File: config.mk
export PLATFORM = sky130hd
export DESIGN_NAME = mem_subsys_top
export DESIGN_NICKNAME = d
export VERILOG_FILES = /design/src/design/bus_pkg.sv /design/src/design/mem_types_pkg.sv /design/src/design/mem_subsys_top.sv /design/src/design/bus_arbiter.sv /design/src/design/line_cache.sv
export VERILOG_INCLUDE_DIRS = /design/src /design/src/design
export SDC_FILE = /design/constraint.sdc
export NUM_CORES = 2
export LEC_CHECK = 0
export ABC_AREA = 1
export BUFFER_PORTS_ARGS = -buffer_cell sky130_fd_sc_hd__buf_4
export CAP_MARGIN = 20
export CORE_MARGIN = 2
export CORE_UTILIZATION = 30
export CTS_CLUSTER_DIAMETER = 120
export DETAILED_ROUTE_END_ITERATION = 12
export GPL_TIMING_DRIVEN = 0
export SYNTH_ARGS = -nofsm -noshare
export SYNTH_HDL_FRONTEND = slang
export SYNTH_HIERARCHICAL = 1
export SYNTH_SLANG_ARGS = --single-unit
File: constraint.sdc
create_clock -name aclk -period 13.8 [get_ports aclk]
set_input_delay 1.38 -clock aclk [delete_from_list [all_inputs] [get_ports aclk]]
set_output_delay 1.38 -clock aclk [all_outputs]
set_load 0.02 [all_outputs]
File: src/design/mem_params.svh
`ifndef MEM_PARAMS_SVH
`define MEM_PARAMS_SVH

// bus widths
`define ADDR_W     32
`define DATA_W     32

// one word per line
`define CACHE_SETS 16
`define INDEX_W    4    // index is addr[5:2]
`define TAG_W      26   // addr[31:6]

`endif
File: src/design/bus_pkg.sv
`default_nettype none

package bus_pkg;

    // owner of the shared memory port
    typedef enum logic [1:0] {
        G_NONE,
        G_INST,
        G_DATA
    } grant_e;

    typedef enum logic [1:0] {
        A_IDLE,
        A_BUSY,
        A_REL   // owner req down, waiting on mem_ack
    } arb_state_e;

endpackage

`default_nettype wire

File: src/design/mem_types_pkg.sv
`default_nettype none

`include "mem_params.svh"

package mem_types_pkg;

    typedef logic [`ADDR_W-1:0]  addr_t;
    typedef logic [`DATA_W-1:0]  data_t;
    typedef logic [`TAG_W-1:0]   tag_t;
    typedef logic [`INDEX_W-1:0] index_t;

    // line_cache FSM
    typedef enum logic [2:0] {
        C_IDLE,
        C_LOOKUP,
        C_BUS,      // bus_req up, waiting for ack
        C_BUS_REL,  // waiting for bus_ack to fall
        C_RESP
    } cache_state_e;

endpackage

`default_nettype wire

File: src/design/mem_subsys_top.sv
`timescale 1ns/1ps
`default_nettype none

`include "mem_params.svh"

module mem_subsys_top
    import mem_types_pkg::*;
(
    input  logic  aclk,
    input  logic  rst_n,
    // instruction fetch
    input  logic  inst_req,
    input  logic  inst_we,
    input  addr_t inst_addr,
    input  data_t inst_wdata,
    output logic  inst_ack,
    output data_t inst_rdata,
    // load/store
    input  logic  data_req,
    input  logic  data_we,
    input  addr_t data_addr,
    input  data_t data_wdata,
    output logic  data_ack,
    output data_t data_rdata,
    // shared external memory
    output logic  mem_req,
    output logic  mem_we,
    output addr_t mem_addr,
    output data_t mem_wdata,
    input  logic  mem_ack,
    input  data_t mem_rdata
);

    // icache <-> arbiter
    logic  ic_bus_req;
    logic  ic_bus_we;
    addr_t ic_bus_addr;
    data_t ic_bus_wdata;
    logic  ic_bus_ack;
    data_t ic_bus_rdata;

    // dcache <-> arbiter
    logic  dc_bus_req;
    logic  dc_bus_we;
    addr_t dc_bus_addr;
    data_t dc_bus_wdata;
    logic  dc_bus_ack;
    data_t dc_bus_rdata;

    line_cache icache (
        .aclk      (aclk        ),
        .rst_n     (rst_n       ),
        .cpu_req   (inst_req    ),
        .cpu_we    (inst_we     ),  // only used for loading code
        .cpu_addr  (inst_addr   ),
        .cpu_wdata (inst_wdata  ),
        .cpu_ack   (inst_ack    ),
        .cpu_rdata (inst_rdata  ),
        .bus_req   (ic_bus_req  ),
        .bus_we    (ic_bus_we   ),
        .bus_addr  (ic_bus_addr ),
        .bus_wdata (ic_bus_wdata),
        .bus_ack   (ic_bus_ack  ),
        .bus_rdata (ic_bus_rdata)
    );

    line_cache dcache (
        .aclk      (aclk        ),
        .rst_n     (rst_n       ),
        .cpu_req   (data_req    ),
        .cpu_we    (data_we     ),
        .cpu_addr  (data_addr   ),
        .cpu_wdata (data_wdata  ),
        .cpu_ack   (data_ack    ),
        .cpu_rdata (data_rdata  ),
        .bus_req   (dc_bus_req  ),
        .bus_we    (dc_bus_we   ),
        .bus_addr  (dc_bus_addr ),
        .bus_wdata (dc_bus_wdata),
        .bus_ack   (dc_bus_ack  ),
        .bus_rdata (dc_bus_rdata)
    );

    bus_arbiter arb (
        .aclk        (aclk        ),
        .rst_n       (rst_n       ),
        .i_bus_req   (ic_bus_req  ),
        .i_bus_we    (ic_bus_we   ),
        .i_bus_addr  (ic_bus_addr ),
        .i_bus_wdata (ic_bus_wdata),
        .i_bus_ack   (ic_bus_ack  ),
        .i_bus_rdata (ic_bus_rdata),
        .d_bus_req   (dc_bus_req  ),
        .d_bus_we    (dc_bus_we   ),
        .d_bus_addr  (dc_bus_addr ),
        .d_bus_wdata (dc_bus_wdata),
        .d_bus_ack   (dc_bus_ack  ),
        .d_bus_rdata (dc_bus_rdata),
        .mem_req     (mem_req     ),
        .mem_we      (mem_we      ),
        .mem_addr    (mem_addr    ),
        .mem_wdata   (mem_wdata   ),
        .mem_ack     (mem_ack     ),
        .mem_rdata   (mem_rdata   )
    );

endmodule

`default_nettype wire

File: src/design/bus_arbiter.sv
`timescale 1ns/1ps
`default_nettype none

`include "mem_params.svh"

module bus_arbiter
    import mem_types_pkg::*;
    import bus_pkg::*;
(
    input  logic  aclk,
    input  logic  rst_n,
    // icache port
    input  logic  i_bus_req,
    input  logic  i_bus_we,
    input  addr_t i_bus_addr,
    input  data_t i_bus_wdata,
    output logic  i_bus_ack,
    output data_t i_bus_rdata,
    // dcache port
    input  logic  d_bus_req,
    input  logic  d_bus_we,
    input  addr_t d_bus_addr,
    input  data_t d_bus_wdata,
    output logic  d_bus_ack,
    output data_t d_bus_rdata,
    // external memory
    output logic  mem_req,
    output logic  mem_we,
    output addr_t mem_addr,
    output data_t mem_wdata,
    input  logic  mem_ack,
    input  data_t mem_rdata
);

    arb_state_e state;
    grant_e     grant;
    grant_e     last_q;     // last cache served
    grant_e     pick;
    logic       sel_req;
    data_t      rdata_q;

    // round robin when both wait
    always_comb begin
        if (i_bus_req && d_bus_req)
            pick = (last_q == G_INST) ? G_DATA : G_INST;
        else if (i_bus_req)
            pick = G_INST;
        else if (d_bus_req)
            pick = G_DATA;
        else
            pick = G_NONE;
    end

    assign sel_req = (grant == G_INST) ? i_bus_req :
                     (grant == G_DATA) ? d_bus_req : 1'b0;

    // read data only reaches the owner
    assign i_bus_rdata = (grant == G_INST) ? rdata_q : '0;
    assign d_bus_rdata = (grant == G_DATA) ? rdata_q : '0;

    always_ff @(posedge aclk or negedge rst_n) begin
        if (!rst_n) begin
            state     <= A_IDLE;
            grant     <= G_NONE;
            last_q    <= G_DATA;    // icache wins the first tie
            mem_req   <= 1'b0;
            i_bus_ack <= 1'b0;
            d_bus_ack <= 1'b0;
        end else begin
            // ack trails mem_ack by one cycle
            i_bus_ack <= (grant == G_INST) && mem_ack;
            d_bus_ack <= (grant == G_DATA) && mem_ack;
            case (state)
                A_IDLE: begin
                    if (pick != G_NONE) begin
                        grant   <= pick;
                        last_q  <= pick;
                        mem_req <= 1'b1;
                        state   <= A_BUSY;
                    end
                end
                A_BUSY: begin
                    mem_req <= sel_req;
                    if (!sel_req)
                        state <= A_REL;
                end
                A_REL: begin
                    if (!sel_req && !mem_ack) begin
                        grant <= G_NONE;
                        state <= A_IDLE;
                    end
                end
                default: state <= A_IDLE;
            endcase
        end
    end

    always_ff @(posedge aclk) begin
        if (state == A_IDLE && pick != G_NONE) begin
            mem_we    <= (pick == G_INST) ? i_bus_we    : d_bus_we;
            mem_addr  <= (pick == G_INST) ? i_bus_addr  : d_bus_addr;
            mem_wdata <= (pick == G_INST) ? i_bus_wdata : d_bus_wdata;
        end
        if (mem_ack)
            rdata_q <= mem_rdata;
    end

    a_no_stray_ack: assert property (
        @(posedge aclk) disable iff (!rst_n)
        !((grant != G_INST) && i_bus_ack) && !((grant != G_DATA) && d_bus_ack)
    ) else $error("ack seen by a cache that does not own the memory port");

endmodule

`default_nettype wire

File: src/design/line_cache.sv
`timescale 1ns/1ps
`default_nettype none

`include "mem_params.svh"

module line_cache
    import mem_types_pkg::*;
(
    input  logic  aclk,
    input  logic  rst_n,
    // processor side
    input  logic  cpu_req,
    input  logic  cpu_we,
    input  addr_t cpu_addr,
    input  data_t cpu_wdata,
    output logic  cpu_ack,
    output data_t cpu_rdata,
    // towards the arbiter
    output logic  bus_req,
    output logic  bus_we,
    output addr_t bus_addr,
    output data_t bus_wdata,
    input  logic  bus_ack,
    input  data_t bus_rdata
);

    cache_state_e state;

    tag_t  tag_arr  [`CACHE_SETS];
    data_t data_arr [`CACHE_SETS];
    logic  [`CACHE_SETS-1:0] valid_arr;

    index_t idx;
    tag_t   tag_in;
    logic   lookup_hit;
    logic   hit_q;      // hit result kept for the write update

    // addr[1:0] is a byte offset and plays no part here
    assign idx    = cpu_addr[`INDEX_W+1:2];
    assign tag_in = cpu_addr[`ADDR_W-1:`ADDR_W-`TAG_W];

    assign lookup_hit = valid_arr[idx] && (tag_arr[idx] == tag_in);

    always_ff @(posedge aclk or negedge rst_n) begin
        if (!rst_n) begin
            state     <= C_IDLE;
            cpu_ack   <= 1'b0;
            bus_req   <= 1'b0;
            hit_q     <= 1'b0;
            valid_arr <= '0;
        end else begin
            case (state)
                C_IDLE: begin
                    if (cpu_req)
                        state <= C_LOOKUP;
                end
                C_LOOKUP: begin
                    hit_q <= lookup_hit;
                    if (lookup_hit && !cpu_we) begin
                        state <= C_RESP;    // read hit
                    end else begin
                        bus_req <= 1'b1;    // read miss or write through
                        state   <= C_BUS;
                    end
                end
                C_BUS: begin
                    if (bus_ack) begin
                        bus_req <= 1'b0;
                        state   <= C_BUS_REL;
                    end
                end
                C_BUS_REL: begin
                    if (!bus_ack) begin
                        if (!cpu_we)
                            valid_arr[idx] <= 1'b1;     // fill on read miss
                        state <= C_RESP;
                    end
                end
                C_RESP: begin
                    if (!cpu_ack) begin
                        cpu_ack <= 1'b1;
                    end else if (!cpu_req) begin
                        cpu_ack <= 1'b0;
                        state   <= C_IDLE;
                    end
                end
                default: state <= C_IDLE;
            endcase
        end
    end

    // arrays and bus payload
    always_ff @(posedge aclk) begin
        case (state)
            C_LOOKUP: begin
                cpu_rdata <= data_arr[idx];
                bus_we    <= cpu_we;
                bus_addr  <= cpu_addr;
                bus_wdata <= cpu_wdata;
            end
            C_BUS: begin
                if (bus_ack && !cpu_we)
                    cpu_rdata <= bus_rdata;
            end
            C_BUS_REL: begin
                if (!bus_ack) begin
                    if (!cpu_we) begin
                        tag_arr[idx]  <= tag_in;
                        data_arr[idx] <= cpu_rdata;
                    end else if (hit_q) begin
                        data_arr[idx] <= cpu_wdata; // no allocate on write miss
                    end
                end
            end
            default: ;
        endcase
    end

    // the arbiter must have finished the previous handshake
    a_bus_req_after_ack: assert property (
        @(posedge aclk) disable iff (!rst_n)
        $rose(bus_req) |-> !bus_ack
    ) else $error("bus_req rose while bus_ack still high");

    // lookup and line update both read cpu_addr directly
    a_cpu_addr_stable: assert property (
        @(posedge aclk) disable iff (!rst_n)
        cpu_req && $past(cpu_req) |-> $stable(cpu_addr)
    ) else $error("cpu_addr changed during a request");

endmodule

`default_nettype wire

# --- Word-level counts from Yosys, hierarchy flattened ---
# Memories as Yosys holds them, arrays and structs flattened.
# Cells that the tools add are included.
word_totals:
  out_inout_bits: 132
  register_bits: 344
  in_bits: 167
  ramBits: 1856
  memories: 4
classes:
  n_mux: 75
  n_eq_ne: 33
  n_reduce_logical: 37
  magnitude_cmp: 4
  n_bitwise: 8
memory_table:
  columns: ["name", "depth", "word_bits", "rd", "rd_ports_with_merged_regs", "wr", "line_no", "text"]
  rows:
  - ["dcache.data_arr", 16, 32, 1, 0, 1, "line_cache.sv:30", "data_t data_arr [`CACHE_SETS];"]
  - ["icache.data_arr", 16, 32, 1, 0, 1, "line_cache.sv:30", null]
  - ["dcache.tag_arr", 16, 26, 1, 0, 1, "line_cache.sv:29", "tag_t tag_arr [`CACHE_SETS];"]
  - ["icache.tag_arr", 16, 26, 1, 0, 1, "line_cache.sv:29", null]
op_table:
  columns: ["op", "n"]
  rows:
  - ["32-bit 2-to-1 mux", 8]
  - ["32-bit one-hot mux with 2 select lines", 2]
  - ["26-bit == test", 2]
  - ["3-bit 2-to-1 mux", 12]
  - ["1-bit 2-to-1 mux", 34]
  - ["16-bit OR", 2]
  - ["3-bit one-hot mux with 5 select lines", 2]
  - ["2-bit inequality test (second input constant)", 9]
  - ["3-bit AND reduction", 6]
  - ["2-bit 2-to-1 mux", 8]
  - ["2-bit by 1-bit inequality test with 1-bit output (second input constant)", 8]
  - ["1-bit logical AND", 13]
  - ["3-bit by 2-bit == test with 1-bit output (second input constant)", 4]
  - ["4-bit by 5-bit less-than comparator with 1-bit output (second input constant)", 2]
  - ["5-bit AND reduction", 2]
  - ["2-bit nonzero test", 5]
  - ["1-bit binary-select mux with 4-bit select", 2]
  - ["1-bit demux with 4-bit select", 2]
  - ["2-bit by 1-bit == test with 1-bit output (second input constant)", 4]
  - ["4-bit by 1-bit greater-or-equal comparator with 1-bit output (second input constant)", 2]
  - ["2-bit AND reduction", 4]
  - ["3-bit by 1-bit == test with 1-bit output (second input constant)", 2]
  - ["3-bit == test (second input constant)", 2]
  - ["3-bit logical NOT", 2]
  - ["8 further kinds", 18]

# --- Logic depth before layout (Yosys ltp) ---
logic_depth:
  word_depth: 7
  mapped_depth: 22
  depth_no_buf: 19

# --- Cells and area by module ---
# The synthesis kept the hierarchy.
by_module_without_submodules:
  columns: ["module", "area_per_inst_um2", "cells_each", "n_inst"]
  rows:
  - ["line_cache", 40377.5, 3005, 2]
  - ["bus_arbiter", 4524.3, 456, 1]

# --- Least setup slack after synthesis ---
# OpenSTA, ideal clock, no wires.
synth_path:
  path_type: "register to register"
  start: "register dcache.state[2]"
  end: "register dcache.cpu_rdata[0], enable pin"
  setup_ns: 0.470
  setup_slack_ns: 6.894
  n_path_buf: 0
  t_arrival_ns: 6.436
  synth_period_minus_slack_ns: 6.906
  stages_incl_launch_ff: 4
  path_cell_list: "dfrtp_1 > nor3_1 > inv_1 > o31ai_1"
synth_between:
  elab_chain_cells: 3
synth_lines:
  columns: ["item", "line_no", "text"]
  rows:
  - ["from (decl)", "line_cache.sv:27", "cache_state_e state;"]
  - ["from (signal assigned)", "line_cache.sv:46", "state <= C_IDLE;"]
  - ["from (signal assigned)", "line_cache.sv:55", "state <= C_LOOKUP;"]
  - ["from (signal assigned)", "line_cache.sv:60", "state <= C_RESP;"]
  - ["3-bit by 2-bit == test with 1-bit output or 3-bit by 1-bit == test with 1-bit output (tied branches)", "line_cache.sv:94", "case (state)"]
  - ["2-bit by 1-bit inequality test with 1-bit output (no source line) or 2-bit nonzero test (tied branches)", null, null]
  - ["2-bit AND reduction (no source line) (*)", null, null]
  - ["to (signal assigned)", "line_cache.sv:96", "cpu_rdata <= data_arr[idx];"]
  - ["to (signal assigned)", "line_cache.sv:103", "cpu_rdata <= bus_rdata;"]
  - ["to (decl)", "line_cache.sv:17", "output data_t cpu_rdata,"]
# Every way passes the cells marked *; elsewhere a longest branch is shown, timed or not.
# A chain may end at the register's enable or synchronous reset.

# --- Final worst setup path ---
layout_path:
  start: "input port data_addr[4]"
  end: "register dcache.cpu_rdata[13] (data pin)"
layout_between:
  elab_chain_cells: 2
layout_lines:
  columns: ["item", "line_no", "text"]
  rows:
  - ["from (decl)", "mem_subsys_top.sv:21", "input addr_t data_addr,"]
  - ["memory read 16 x 32 bit", null, null]
  - ["32-bit one-hot mux with 2 select lines", "line_cache.sv:94", null]
# Every way passes these cells.

==> flow_summary.yaml <==
route:
  routed_wl_um: 280300
  drtPass1Iterations: 6
  via_per_inst: 5.073
  wl_per_cell_um: 25.43
  antenna_left: 0
  drtIter0Drc: 7390
  route.vias.total: 55910
  drc_errors: 0
grt:
  grt_remaining_overflow: 0
  grt_pass1_wl_um: 391400
  antenna_found_initial: 26
  grt.total_usage_pct: 18.89
  grt_max_degree: 54
  grt_pass1_vias: 53690
place:
  gp_congestion: 0.8600
  portBuffers: 298
  place_hpwl_um: 196200
  dp_cells: 10600
  dp_slack_ns: 8.637
yosys:
  ys_warn_count: 6
  synth_compound_area_share_pct: 7.411
  synth_cell_types: 30
  avgSynthCellArea_um2: 13.19
  synth_xor_xnor_area_share_pct: 0
  syn_nets: 6633
  synthFlopType: "edfxtp_1"
  synth_simple_gate_area_share_pct: 12.90
  synth_fa_ha_area_share_pct: 0
  synth_mux_area_share_pct: 0
  synth_top_family_by_area: "simple AND/OR/NAND/NOR gates"
  ys_async_sr_fraction_pct: 2.409
  syn_area_mm2: 0.08528
  yosysSeqAreaShare_pct: 77.16
  synth_cells: 6466
  synth_edf_count: 2147
  ys_seq_elements: 2200
final_layout:
  syn2layout_area_growth_pct: 19.22
  fin_cells: 11020
  finalNetCount: 7244
  drive_above_1_share_pct: 13.04
power_and_ir_drop:
  p_per_area_mw_per_mm2: 174.5
  power_leakage_nw: 36.08
  ir_drop_uv: 153.2
clock_network:
  cts_setup_buffers: 0
  cts_sinks: 2200
  cts_buffers: 220
  cts_tree: "yes"
  cts_hold_buf: 0
  clockBufferDepth: 3
  root_buffer: "clkbuf_16"
  clkTransAtPathRegs_ns: 0.06
  cts_max_level: 4
  insertion_delay_ns: 0.91
  cts_repair_resize_count: 0
sta:
  rsz0062_at_grt: "no"
  finClkSkew_ns: 0.08753
  fin_crit_sh_pct: 31.62
  maxSlewHeadroom_pct: 23.83
  finalSetupViolations: 0
  setup_slack_ns: 9.436
  timing.fmax_ghz: 0.2292
  final_hold_viol_count: 0
  setup_tns_ns: 0
  max_slew.worst_pin.slew_ns: 1.143
  slew_viol_final: 0
  period_needed_ns: 4.364
worst_setup_path:
  path_delay_family: "buffers and inverters"
  slowest_stage: "clkinv_1"
  cp_cell_sequence: "buf_4 -> inv_1 -> nor2_2 -> buf_2 -> buf_2 -> clkinv_1 -> clkbuf_1 -> a21oi_1 -> nor4_1 -> o21ai_0"
  endpoint_kind: "flip-flop"
  cp_max_fo: 10
  cp-start-kind: "input pin"
  path_class: "input pin to flip-flop"
  crit_required_ns: 14.43
  cp.buffers_inverters: 6
  critPathMaxStageDelay_ns: 0.55
  worstRegToRegCells: 8
  cp_data_arrival_time_ns: 5.00
  cp_common_cell: "buf_2"
  cp.depth: 10
floorplanning:
  die_width_um: 537.2
  start_util_pct: 30.18
  core_mm2: 0.2825
  die-area_mm2: 0.2885
  die_y_um: 537.2
  rows: 195
  io_pins: 299
min_path:
  hold_path.class: "flip-flop to flip-flop"
  hold_depth: 2
status:
  outcome: "finished clean"
run:
  cap_viol_max_count: 0
## report_power, final
part           total (W)  switching (W)  leakage (nW)  internal (W)
Combinational    0.00317        0.00242          12.6      0.000745
Sequential       0.00866       0.000303          20.1       0.00836
Clock            0.00591        0.00261          3.45       0.00330
## per-stage QoR
stage                     total power (W)  util (%)  cell area [um^2]  hold slack, ns
final                             0.01774     35.99            101700          0.4532
after global routing              0.01829     35.98            101600          0.4812
after CTS                         0.01781     35.96            101600          0.4550
after detailed placement          0.01194     33.43             94440          0.4412
after global placement            0.01182     32.63             92200          0.4343
after floorplan                   0.01010         -             85280          0.4244
## sequential cells by signal, summed over array words and instances, names as in the netlist, 416 cells and up
name,flops
dcache/tag_arr,416
icache/data_arr,512
dcache/data_arr,512
icache/tag_arr,416
## Yosys cell counts, types with 4 or more instances
master    count  area, um^2
or2_2        16       100.1
buf_1        60       225.2
buf_6        36       405.4
nand4_1      33       206.5
a211oi_1     26       195.2
o21ai_0     115       575.6
o21ai_1      21       105.1
inv_2         8       30.03
buf_4        15       112.6
nor2_2        4       25.02
nor4_1       38       237.7
dfrtp_1      52        1301
clkinv_1      4       15.01
clkbuf_1    136       510.5
a21oi_1     288        1441
a22oi_1     512        3844
nor3_1       24       120.1
nor2_1      273        1025
buf_2        85       425.4
nand3_1      87       435.4
nand2_1    2341        8787
o21bai_1     18       135.1
inv_1       117       439.2
edfxtp_1   2147       64470
## worst reg2reg max path, cell delays in order, from the launching register on
cell and delay [ns]:
dfrtp_1 0.42, nor2_1 0.14, inv_1 0.06, nor2_1 0.82
inv_1 0.42, clkbuf_1 0.36, o31ai_4 0.59, buf_8 0.27
buf_8 0.21
## metal layers
layer | routed length, um | vias up | track usage (%) | share of wire [%]
met4 | 14810 | 12 | 9.427 | 5.3
li1 | - | 24460 | - | -
met2 | 127300 | 3000 | 29.48 | 45
met3 | 27230 | 478 | 3.816 | 9.7
met5 | 69 | - | 0 | 0.025
met1 | 110900 | 27970 | 25.04 | 40
## final timing paths
path                                 startpoint                    to  slack (ns)
min in group asynchronous                 rst_n           arb/mem_req        0.58
setup reg to reg                icache/state[2]  icache/cpu_rdata[13]       10.21
hold / removal             dcache/valid_arr[15]  dcache/valid_arr[15]        0.45
max in group asynchronous                 rst_n  icache/valid_arr[14]       12.64
hold reg to reg            dcache/valid_arr[15]  dcache/valid_arr[15]        0.45
setup / recovery                   data_addr[4]  dcache/cpu_rdata[13]        9.44
## cells by family after synthesis
family / Yosys count
compound gates: 983
flops: 2200
simple gates: 2822
buf+inv: 461
## area by class of cell
class | count | area (um^2)
clock buffers | 263 | 5718
multi-input cells | 3805 | 17830
inverters | 129 | 486.7
diodes | 18 | 45.04
well taps | 3743 | 4683
clock inverters | 143 | 1433
plain buffers | 332 | 1680
repair buffers | 389 | 3994
fillers | 27040 | 180900
flip-flops and latches | 2200 | 65800
## cell usage in the layout, fill, tap and decap left out, types with 48 or more instances in the layout
master / instances
inv_1: 116
a22oi_1: 512
nand2_1: 2341
edfxtp_1: 2147
nand3_1: 87
clkbuf_1: 174
dfrtp_1: 52
clkinv_1: 55
buf_12: 49
clkbuf_16: 221
nor2_1: 209
buf_1: 60
o21ai_0: 115
buf_2: 85
nor2_4: 66
a21oi_1: 288
buf_4: 316
buf_6: 48
No activity file was read; power rests on OpenSTA's default activity.
